===== src/hw/ext_mem_pkg.sv =====
package ext_mem_pkg;

  localparam int BUS_ADDR_W = 24;
  localparam int BUS_DATA_W = 32;
  localparam int BUS_BE_W   = BUS_DATA_W / 8;
  localparam int DEV_ADDR_W = 22;
  localparam int FLASH_W    = 16;
  localparam int SRAM_W     = 32;

  // default access lengths in bus cycles, handed down by the top level.
  localparam int FLASH_CYCLES = 3;
  localparam int SRAM_CYCLES  = 2;

  typedef logic [BUS_ADDR_W-1:0] bus_addr_t;
  typedef logic [BUS_DATA_W-1:0] bus_data_t;
  typedef logic [BUS_BE_W-1:0]   bus_be_t;
  typedef logic [DEV_ADDR_W-1:0] dev_addr_t;
  typedef logic [FLASH_W-1:0]    flash_half_t;
  typedef logic [SRAM_W-1:0]     sram_word_t;

  typedef struct packed {
    bus_addr_t address;  // byte address.
    bus_data_t data;
    bus_be_t   be;
    logic      read;
    logic      write;
  } bus_req_t;

  typedef struct packed {
    bus_data_t data;
    logic      stall;
  } bus_rsp_t;

  typedef struct packed {
    dev_addr_t address;  // device word address.
    logic      we_n;
    logic      oe_n;
    logic      ce_n;
  } dev_ctrl_t;

endpackage


===== src/hw/parallel_ifce.sv =====
`timescale 1ns/10ps

module parallel_ifce #(
  parameter int  rw_bus_cycle = 2,
  parameter type data_t       = ext_mem_pkg::sram_word_t
) (
  input  logic                   clk_bus,
  input  logic                   rst_n,
  input  ext_mem_pkg::dev_addr_t address_i,
  input  data_t                  data_i,
  input  logic                   read_i,
  input  logic                   write_i,
  output data_t                  data_o,
  output logic                   stall_o,
  output ext_mem_pkg::dev_ctrl_t dev_ctrl_o,
  input  data_t                  dev_data_i,
  output data_t                  dev_data_o,
  output logic                   dev_data_t_o
);

  // a single cycle access still needs a one bit counter.
  localparam int cnt_w = (rw_bus_cycle > 1) ? $clog2(rw_bus_cycle) : 1;
  localparam logic [cnt_w-1:0] last_cnt = cnt_w'(rw_bus_cycle - 1);

  logic             access;
  logic             last_cycle;
  logic [cnt_w-1:0] cycle_cnt;

  assign access     = read_i | write_i;
  assign last_cycle = (cycle_cnt == last_cnt);

  // cycle_cnt holds the number of cycles already spent on the access.
  always_ff @(posedge clk_bus or negedge rst_n) begin
    if (!rst_n) begin
      cycle_cnt <= '0;
    end else if (access && !last_cycle) begin
      cycle_cnt <= cycle_cnt + 1'b1;
    end else begin
      cycle_cnt <= '0;  // cleared after completion or when idle.
    end
  end

  // the bus holds its strobe until completion, so the pins follow it directly.
  always_comb begin
    dev_ctrl_o.address = address_i;
    dev_ctrl_o.we_n    = ~write_i;
    dev_ctrl_o.oe_n    = ~read_i;
    dev_ctrl_o.ce_n    = ~access;
  end

  assign stall_o = access & ~last_cycle;

  // read data is only presented in the cycle that completes the access.
  always_comb begin
    if (read_i && last_cycle) begin
      data_o = dev_data_i;
    end else begin
      data_o = '0;
    end
  end

  assign dev_data_o   = data_i;
  assign dev_data_t_o = ~write_i;  // pins are driven only while writing.

endmodule


===== config.mk =====
export PLATFORM = sky130hd
export DESIGN_NAME = parallel_ifce
export DESIGN_NICKNAME = d
export VERILOG_FILES = /design/src/hw/ext_mem_pkg.sv /design/src/hw/parallel_ifce.sv
export SDC_FILE = /design/constraint.sdc
export NUM_CORES = 1
export LEC_CHECK = 0
export BUFFER_PORTS_ARGS = -buffer_cell sky130_fd_sc_hd__buf_2
export CORE_AREA = 3 3 68 70
export CTS_CLUSTER_DIAMETER = 120
export DETAILED_ROUTE_END_ITERATION = 6
export DIE_AREA = 0 0 71 73
export PLACE_DENSITY_LB_ADDON = 0.3
export SLEW_MARGIN = 20
export SYNTH_ARGS = -nofsm -noshare
export SYNTH_HDL_FRONTEND = slang
export SYNTH_SLANG_ARGS = --single-unit

===== constraint.sdc =====
create_clock -name clk_bus -period 3.1 [get_ports clk_bus]
set_clock_uncertainty 0.15 [all_clocks]
set_input_delay 0.62 -clock clk_bus [delete_from_list [all_inputs] [get_ports clk_bus]]
set_output_delay 0.62 -clock clk_bus [all_outputs]
set_load 0.02 [all_outputs]

==> reports/qor.tcl <==
set qor(outcome) {complete, no violations}
set qor(critPathMaxFanout) 35
set qor(relSlewSlack_pct) 50.11
set qor(final_core_utilization_pct) 16.61
set qor(layout_commonest_cell) {sky130_fd_sc_hd__buf_2}
set qor(end_kind) {output pin}
set qor(area_growth_pct) -3.255
set qor(die_area_um2) 5183
set qor(synth_sequential_area_ratio_pct) 3.617
set qor(drt_iter0_drc) 18
set qor(antennaDiodeCount) 0
set qor(syn-cell-area_um2) 691.9
set qor(grt_usage_pct) 6.606
set qor(number_of_instances_in_the_synthesized_netlist) 98
set qor(hold_path.class) {in -> async}
set qor(vias_per_cell) 3.975
set qor(grt_pass1_wl_um) 2939
set qor(timing_max_transition_violations_final) 0
set qor(critPathLaunch) {read_i}
set qor(post-route-period-util_pct) 69.17
set qor(post-route-min-period_ns) 2.144
set qor(post-route-drc-count) 0
set qor(firstDrtPassIters) 4
set qor(final_cell_mix) {sky130_fd_sc_hd__buf_2 (72), sky130_fd_sc_hd__and3_1 (32), sky130_fd_sc_hd__inv_1 (2)}
set qor(clk-insertion-delay-late_ns) 0
set qor(post_cts_resized) 0
set qor(port_buffers) 72
set qor(top_achievable_clock_speed_mhz) 466.4
set qor(tightestPinTransition_ns) 0.7484
set qor(finalHoldViolCount) 0
set qor(regs_by_ff_count) {cycle_cnt (1)}
set qor(fin_setup_tns_ns) 0
set qor(path_clk_slew_ns) 0
set qor(r2r-start) {cycle_cnt}
set qor(globalplace.congestion) 0.6454
set qor(vias) 632
set qor(synth_nets) 188
set qor(cellLeakagePower_uw) 0.0005351
set qor(crit_arrival_ns) 1.37
set qor(setup_viol) 0
set qor(worstSetupPathType) {in -> out}
set qor(postCtsSetupBuffers) 0
set qor(count_of_pins_on_the_block_boundary) 181
set qor(holdBufCountCts) 0
set qor(first_global_vias) 633
set qor(die_height_um) 73
set qor(routed_wirelength_um) 1977
set qor(largest_register_ffs) 1
set qor(grt_max_degree) 36
set qor(timing.reg2reg.setup_slack_ns) 1.76
set qor(grt_overflow) 0
set qor(initial_core_util_pct) 17.17
set qor(place_hpwl_um) 1673
set qor(vdd_ir_drop_max_uv) 75.57
set qor(timing.max_cap.violations) 0
set qor(antenna_violations_before_repair) 0
set qor(synth.lib_cells_used.distinct) 8
set qor(routed_wire_length_per_instance_um) 12.43
set qor(synth_seq_cells) 1
set qor(placeableCoreArea_um2) 4029
set qor(startpoint_type) {primary input}
set qor(cp_data_required_time_ns) 2.33
set qor(n_fill_cell) 478
set qor(postSynthAreaPerCell_um2) 7.060
set qor(synth-warning-count) 0
set qor(drive_gt1_share_pct) 66.97
set qor(design.final.nets) 201
set qor(placement_rows) 23
set qor(die_w_um) 71
set qor(drtAntennaViolNets) 0
set qor(pwr_density_cell_nw_per_um2) 189.9
set qor(largest-register) {cycle_cnt}
set qor(grt_setup_unrepaired) {false}
kinds of logic after synthesis:
family	count (synthesis)	synth area share (%)
AO/OA/AOI/OAI	1	1.447
buffers and inverters	63	65.46
AND/OR/NAND/NOR	33	29.47
flip-flops	1	3.616
layout make-up:
| class | instances | area [µm²] | area share [%] |
|---|---|---|---|
| Timing Repair Buffer | 72 | 360.3 | 53.83 |
| Sequential cell | 1 | 25.02 | 3.738 |
| Inverter | 2 | 7.507 | 1.121 |
| Tap cell | 50 | 62.56 | 9.346 |
| Multi-Input combinational cell | 34 | 214.0 | 31.96 |
critical path, stage by stage:
cell	delay (ns)
sky130_fd_sc_hd__buf_2	0.36
sky130_fd_sc_hd__and3_1	0.23
sky130_fd_sc_hd__buf_2	0.16
path summary, 6_finish.rpt:
check | cells after the start | endpoint
min | 1 | cycle_cnt
max | 3 | data_o[7]
min in group clk_bus | 2 | cycle_cnt
min reg2reg | 1 | cycle_cnt
max in group asynchronous | 1 | cycle_cnt
max reg2reg | 1 | cycle_cnt
metal layers:
metal  share of wire (%)  wire [µm]  global-route usage, %
met5                   0          0                      0
met3                  19        375                  2.617
met1                  29        564                  5.728
met4                 4.9         96                  3.967
met2                  48        941                  12.67
where the power goes:
| group | switching (µW) | internal (µW) | total (µW) |
|---|---|---|---|
| Combinational | 57.1 | 45.1 | 102 |
| Sequential | 10.4 | 14.6 | 25.0 |
| Clock | 0 | 0 | 0 |
| Total | 67.5 | 59.7 | 127 |
cells in the mapped netlist:
cell	instances	area (µm²)
sky130_fd_sc_hd__dfrtp_1	1	25.02
sky130_fd_sc_hd__inv_1	2	7.510
sky130_fd_sc_hd__buf_4	56	420.4
sky130_fd_sc_hd__nor2_1	1	3.750
sky130_fd_sc_hd__o21ba_2	1	10.01
sky130_fd_sc_hd__buf_2	4	20.02
sky130_fd_sc_hd__and3_1	32	200.2
sky130_fd_sc_hd__clkbuf_2	1	5.000
per-stage QoR:
| step | area [µm²] | instances | total power [µW] | worst slack [ns] | hold WS (ns) |
|---|---|---|---|---|---|
| final | 669.4 | 159 | 127.1 | 0.9557 | 0.2448 |
| after detailed placement | 669.4 | 159 | 128.5 | 0.9489 | 0.2457 |
| after global routing | 669.4 | 159 | 137.9 | 0.8307 | 0.2482 |
| after floorplan | 691.9 | 98 | 185.5 | 1.288 | 0.1744 |
| after CTS | 669.4 | 159 | 128.7 | 0.9467 | 0.2455 |
| after global placement | 669.4 | 159 | 127.9 | 0.9524 | 0.2455 |
Note: power is estimated with default switching activity, not from simulation.
