### src/hw/ext_mem_pkg.sv
package ext_mem_pkg;

  localparam int BUS_ADDR_W = 24;
  localparam int BUS_DATA_W = 32;
  localparam int BUS_BE_W   = BUS_DATA_W / 8;
  localparam int DEV_ADDR_W = 22;
  localparam int FLASH_W    = 16;
  localparam int SRAM_W     = 32;

  // default access lengths in bus cycles, handed down by the top level.
  localparam int FLASH_CYCLES = 3;
  localparam int SRAM_CYCLES  = 2;

  typedef logic [BUS_ADDR_W-1:0] bus_addr_t;
  typedef logic [BUS_DATA_W-1:0] bus_data_t;
  typedef logic [BUS_BE_W-1:0]   bus_be_t;
  typedef logic [DEV_ADDR_W-1:0] dev_addr_t;
  typedef logic [FLASH_W-1:0]    flash_half_t;
  typedef logic [SRAM_W-1:0]     sram_word_t;

  typedef struct packed {
    bus_addr_t address;  // byte address.
    bus_data_t data;
    bus_be_t   be;
    logic      read;
    logic      write;
  } bus_req_t;

  typedef struct packed {
    bus_data_t data;
    logic      stall;
  } bus_rsp_t;

  typedef struct packed {
    dev_addr_t address;  // device word address.
    logic      we_n;
    logic      oe_n;
    logic      ce_n;
  } dev_ctrl_t;

endpackage

### src/hw/bus_decode.sv
`timescale 1ns/10ps

module bus_decode (
  input  ext_mem_pkg::bus_req_t req_i,
  output ext_mem_pkg::bus_req_t flash_req_o,
  output ext_mem_pkg::bus_req_t sram_req_o,
  input  ext_mem_pkg::bus_rsp_t flash_rsp_i,
  input  ext_mem_pkg::bus_rsp_t sram_rsp_i,
  output ext_mem_pkg::bus_rsp_t rsp_o
);

  import ext_mem_pkg::*;

  // the top address bit picks the device.
  localparam int sel_bit = BUS_ADDR_W - 1;

  logic sram_sel;

  assign sram_sel = req_i.address[sel_bit];

  always_comb begin
    flash_req_o       = req_i;
    flash_req_o.read  = req_i.read & ~sram_sel;
    flash_req_o.write = req_i.write & ~sram_sel;

    sram_req_o        = req_i;
    sram_req_o.read   = req_i.read & sram_sel;
    sram_req_o.write  = req_i.write & sram_sel;
  end

  // the address is held for the whole transfer, so it also steers the response.
  always_comb begin
    if (sram_sel) begin
      rsp_o = sram_rsp_i;
    end else begin
      rsp_o = flash_rsp_i;
    end
  end

endmodule

### config.mk
export PLATFORM = sky130hd
export DESIGN_NAME = bus_decode
export DESIGN_NICKNAME = d
export VERILOG_FILES = /design/src/hw/ext_mem_pkg.sv /design/src/hw/bus_decode.sv
export SDC_FILE = /design/constraint.sdc
export NUM_CORES = 1
export LEC_CHECK = 0
export CAP_MARGIN = 5
export CORE_AREA = 2 2 110 112
export DETAILED_ROUTE_END_ITERATION = 16
export DIE_AREA = 0 0 112 114
export DONT_BUFFER_PORTS = 1
export PLACE_DENSITY = 0.3
export SYNTH_ARGS = -nofsm -noshare
export SYNTH_HDL_FRONTEND = slang
export SYNTH_SLANG_ARGS = --single-unit
### constraint.sdc
create_clock -name vclk -period 1
set_clock_uncertainty 0.1 [all_clocks]
set_input_delay 0.1 -clock vclk [all_inputs]
set_output_delay 0.1 -clock vclk [all_outputs]
set_load 0.05 [all_outputs]
==> results by group, run 1 <==
Cells and area
  • Most common cell after layout, fill and taps aside: mux2_4
  • Layout cell share with drive strength beyond 1: 100%
  • Clock buffer count in the final layout: 0
  • # nets final: 169
  • Fill cells: 1380
  • Design Area, Final: 701 µm²
  • Fin util: 5.98%
  • Register area: 0 µm²
  • Area grow syn2layout: -51.9%
  • Most frequent cells in the layout: 26 x mux2_4, 7 x mux2_2, 2 x nor2b_2, 2 x and2_2, 2 x buf_4
  • Sequential cells: 0
  • Non-Filler Instances: 186
  • Diode count: 0

STA
  • Measured slew at the worst slew-check pin: 0.274 ns
  • FMAX: 1310 MHz
  • Final setup violation count: 0
  • Setup TNS: 0 ns
  • Fin worst setup slack: 0.234 ns
  • Minimum clock period: 0.766 ns
  • Max-slew violation count: 0
  • Slew HR: 81.8%
  • Unrepaired setup endpoints after global routing: no
  • Hold Fails Final Rpt: 0
  • Worst hold slack: 0.100 ns
  • Final cycle utilization of the critical path: 76.6%

Worst setup path
  • Setup crit end kind: output port
  • CP Cell Sequence: mux2_2
  • Worst path buffer plus inverter count: 0
  • CP max stage cell: mux2_2
  • Worst Path Max Fanout: 39
  • CP arrival: 0.57 ns
  • Family with the most delay on the worst path: multiplexers
  • CP Launch Type: primary input
  • CP Class: in -> out
  • Crit path required time: 0.80 ns
  • Critical Path Max Stage Delay: 0.45 ns

Routing
  • Final WL: 2.12 mm
  • Avg WL per Cell: 11.4 µm
  • DR iter-0 viols: 1
  • Drt first pass iters: 2
  • Vias per cell: 2.44
  • DRC: 0
  • Via count: 453
  • Detail Route Antenna Nets: 0

Status
  • Status: finished, final reports clean

Floorplan
  • Die extent in x: 112 µm
  • Die area: 12800 µm²
  • Die Y: 114 µm
  • Initial Util: 12.4%
  • Ports: 285
  • Row Count: 40
  • Core ar.: 11700 µm²

Power and ir drop
  • Maximum vdd ir drop: 0.000154 V
  • PwrDens: 886 nW/µm²
  • Total power: 621 µW
  • LEAKAGE: 0.264 nW

GRT
  • GR peak layer: met2
  • First-pass GRT wire length: 2.34 mm
  • Congestion Overflow GR: 0
  • GRT Util Overall: 2.30%
  • Largest net degree at the start of global routing: 40
  • Initial antenna violation count: 0
  • Met1 Usage GRT: 1.60%
  • GRT met2 Usage: 4.16%
  • Met3 Use GR: 1.33%
  • Vias in the first global route: 466

Synth
  • Synth top area cells: buf_4 62%, mux2_4 27%, mux2_2 5.4%, buf_12 2.7%, buf_6 1.5%
  • Avg Inst Size Synth: 9.05 µm²
  • Yosys cell types: 7
  • Warnings, synthesis: 0
  • Sequential element share of the synthesized area: 0%
  • Syn Nets: 289
  • Mapped Cells: 161
  • Cell accounting for the most synthesized area: buf_4
  • Post-Syn Area: 1460 µm²
  • Yosys top cell area share: 61.8%

Placed design
  • Buffers on Ports: 0
  • Post-placement worst setup slack: 0.237 ns
  • HPWL after DPL: 1.80 mm
  • Area after DPL: 701 µm²
  • Placed insts: 186
  • Routability congestion estimate: 0.577

Clock network
  • Post-CTS sizing: 0
  • Hold_buf cts: 0
  • Postcts setup bufs: 0

Job
  • Max-cap violations: 0

Worst hold path
  • Hold Crit Class: in -> out
## kinds of logic after synthesis
| group | count (synthesis) | synth area share, % |
|---|---|---|
| muxes | 33 | 32.2 |
| and+or+nand+nor | 4 | 1.72 |
| buffers and inverters | 124 | 66.1 |
## cell type report
type	count	area [µm²]	area share, %
multi-input cells	37	502	71.6
well taps	147	184	26.2
repair buffers	2	15.0	2.14
## cells in the mapped netlist, drive strengths merged
cell / number
nor2b: 2
and2: 2
mux2: 33
buf: 124
## power breakdown
group / internal (mW) / switching (mW) / total (mW)
Combinational: 0.173 / 0.449 / 0.621
Clock: 0 / 0 / 0
Sequential: 0 / 0 / 0
Total: 0.173 / 0.449 / 0.621
## per-layer routing
| layer | up-vias | part of all wire (%) |
|---|---|---|
| li1 | 148 | - |
| met1 | 167 | 20 |
| met2 | 102 | 50 |
| met3 | 36 | 22 |
| met4 | 0 | 7.4 |
| met5 | - | 0 |
## final timing paths
kind | from | to | slack (ns) | depth (start not counted)
min | req_i[21] | flash_req_o[21] | 0.10 | 0
max | req_i[61] | rsp_o[1] | 0.23 | 1
Note: power is estimated with default switching activity, not from simulation.
==> inputs of run 2 (changes only) <==
- clock period: 1 -> 0.8 ns (I/O delays scaled with it)
==> run 2 against run 1 <==
- sequential share of layout area did not move
- count of clock-buffer cells in the layout stayed put
- setup slack worse by 0.14 ns
- first-iteration DRC count is 100% lower
- largest cell class unchanged
- largest power group unchanged
- highest routed layer unchanged
==> results by group, run 2 (same netlist as run 1, synthesis figures left out) <==
Status
  • Status: finished, final reports clean

STA
  • Max-slew violation count: 0 (unchanged)
  • Unrepaired setup endpoints after global routing: no
  • Final cycle utilization of the critical path: 88.1%
  • Slew HR: 78.1% (-3.7 points)
  • Measured slew at the worst slew-check pin: 0.328 ns (+0.0538 ns)
  • Hold Fails Final Rpt: 0 (unchanged)
  • Minimum clock period: 0.705 ns
  • Final setup violation count: 0 (unchanged)
  • FMAX: 1420 MHz

Routing
  • Final WL: 2.53 mm (+19%)
  • DR iter-0 viols: 0 (-1)
  • Drt first pass iters: 1 (-1)
  • Via count: 444 (-2.0%)
  • Avg WL per Cell: 13.7 µm (+21%)
  • DRC: 0 (unchanged)
  • Detail Route Antenna Nets: 0 (unchanged)
  • Vias per cell: 2.41 (-0.92%)

Worst setup path
  • Family with the most delay on the worst path: multiplexers
  • Worst Path Max Fanout: 39 (unchanged)
  • CP arrival: 0.52 ns (-0.05 ns)
  • Setup crit end kind: output port
  • Worst path buffer plus inverter count: 0 (unchanged)
  • Cell depth of the worst setup path: 1 (unchanged)
  • CP Class: in -> out
  • Crit path capture: rsp_o[2]
  • CP Launch Type: primary input
  • Critical Path Max Stage Delay: 0.44 ns (about the same)
  • CP max stage cell: mux2_2
  • Crit path from: req_i[61]
  • CP Cell Sequence: mux2_2
  • Crit path required time: 0.62 ns (-0.18 ns)

GRT
  • Largest net degree at the start of global routing: 40 (unchanged)
  • Congestion Overflow GR: 0 (unchanged)
  • First-pass GRT wire length: 2.95 mm (+26%)
  • Vias in the first global route: 506 (+8.6%)
  • GRT Util Overall: 2.93% (+0.64 points)
  • Initial antenna violation count: 0 (unchanged)

Cells and area
  • Diode count: 0 (unchanged)
  • Sequential cells: 0 (unchanged)
  • Most common cell after layout, fill and taps aside: mux2_4
  • # nets final: 167 (-1.2%)
  • Non-Filler Instances: 184 (-1.1%)
  • Fin util: 5.94% (-0.043 points)
  • Fill cells: 1398 (+1.3%)
  • Layout cell share with drive strength beyond 1: 100% (unchanged)
  • Register area: 0 µm² (unchanged)
  • Most frequent cells in the layout: 26 x mux2_4, 7 x mux2_2, 2 x nor2b_4, 2 x and2_2
  • Clock buffer count in the final layout: 0 (unchanged)
  • Area grow syn2layout: -52.3%

Placed design
  • Buffers on Ports: 0 (unchanged)
  • Placed insts: 184 (-1.1%)
  • Routability congestion estimate: 0.624 (+8.1%)

Clock network
  • Postcts setup bufs: 0 (unchanged)
  • Hold_buf cts: 0 (unchanged)
  • Post-CTS sizing: 0 (unchanged)

Power and ir drop
  • Maximum vdd ir drop: 0.000206 V (+34%)
  • LEAKAGE: 0.262 nW (-0.82%)
  • PwrDens: 1130 nW/µm² (+28%)

Floorplan
  • Initial Util: 12.4% (unchanged)
  • Die area: 12800 µm² (unchanged)
  • Core ar.: 11700 µm² (unchanged)
  • Row Count: 40 (unchanged)
  • Die extent in x: 112 µm (unchanged)
  • Die Y: 114 µm (unchanged)
  • Ports: 285 (unchanged)

Worst hold path
  • Hold Crit Class: in -> out

Job
  • Max-cap violations: 0 (unchanged)
## run 2: cell types whose count changed in the layout (fill, tap and decap cells not counted), sizes merged
cell,delta
buf,-2
## run 2: layout make-up
type                            count  area, µm²  area share, %
Multi-Input combinational cell     37        512           73.6
Tap cell                          147        184           26.4
## run 2: worst min path at each step
stage,slack [ns],cells after the start,start,end
after floorplan,0.22,1,req_i[0],flash_req_o[0]
after global placement,0.06,0,req_i[6],flash_req_o[6]
after detailed placement,0.06,0,req_i[6],flash_req_o[6]
after CTS,0.06,0,req_i[6],flash_req_o[6]
after global routing,0.06,0,req_i[44],flash_req_o[44]
final,0.06,0,req_i[39],sram_req_o[39]
## run 2: power breakdown
group / switching [mW] / internal [mW]
registers: 0 / 0
clock network: 0 / 0
logic: 0.573 / 0.214
## run 2: stage by stage
step | hold WS (ns) | power (mW) | setup TNS, ns | instance area, µm² | worst slack (ns)
3_3_place_gp | 0.0605 | 0.799 | 0 | 696 | 0.0876
5_1_grt | 0.0601 | 0.801 | 0 | 696 | 0.0951
3_5_place_dp | 0.0605 | 0.790 | 0 | 696 | 0.0923
2_1_floorplan | 0.217 | 2.45 | -2.97 | 1490 | -0.104
4_1_cts | 0.0605 | 0.793 | 0 | 696 | 0.0923
6_report | 0.0600 | 0.787 | 0 | 696 | 0.0952
## run 2: layer usage
metal / wire length, µm / track usage, % / vias to the layer above
met3: 455 / 1.28 / 31
met4: 239 / 3.25 / 0
met5: 0 / 0 / -
met1: 682 / 2.72 / 168
met2: 1150 / 4.61 / 101
li1: - / - / 144
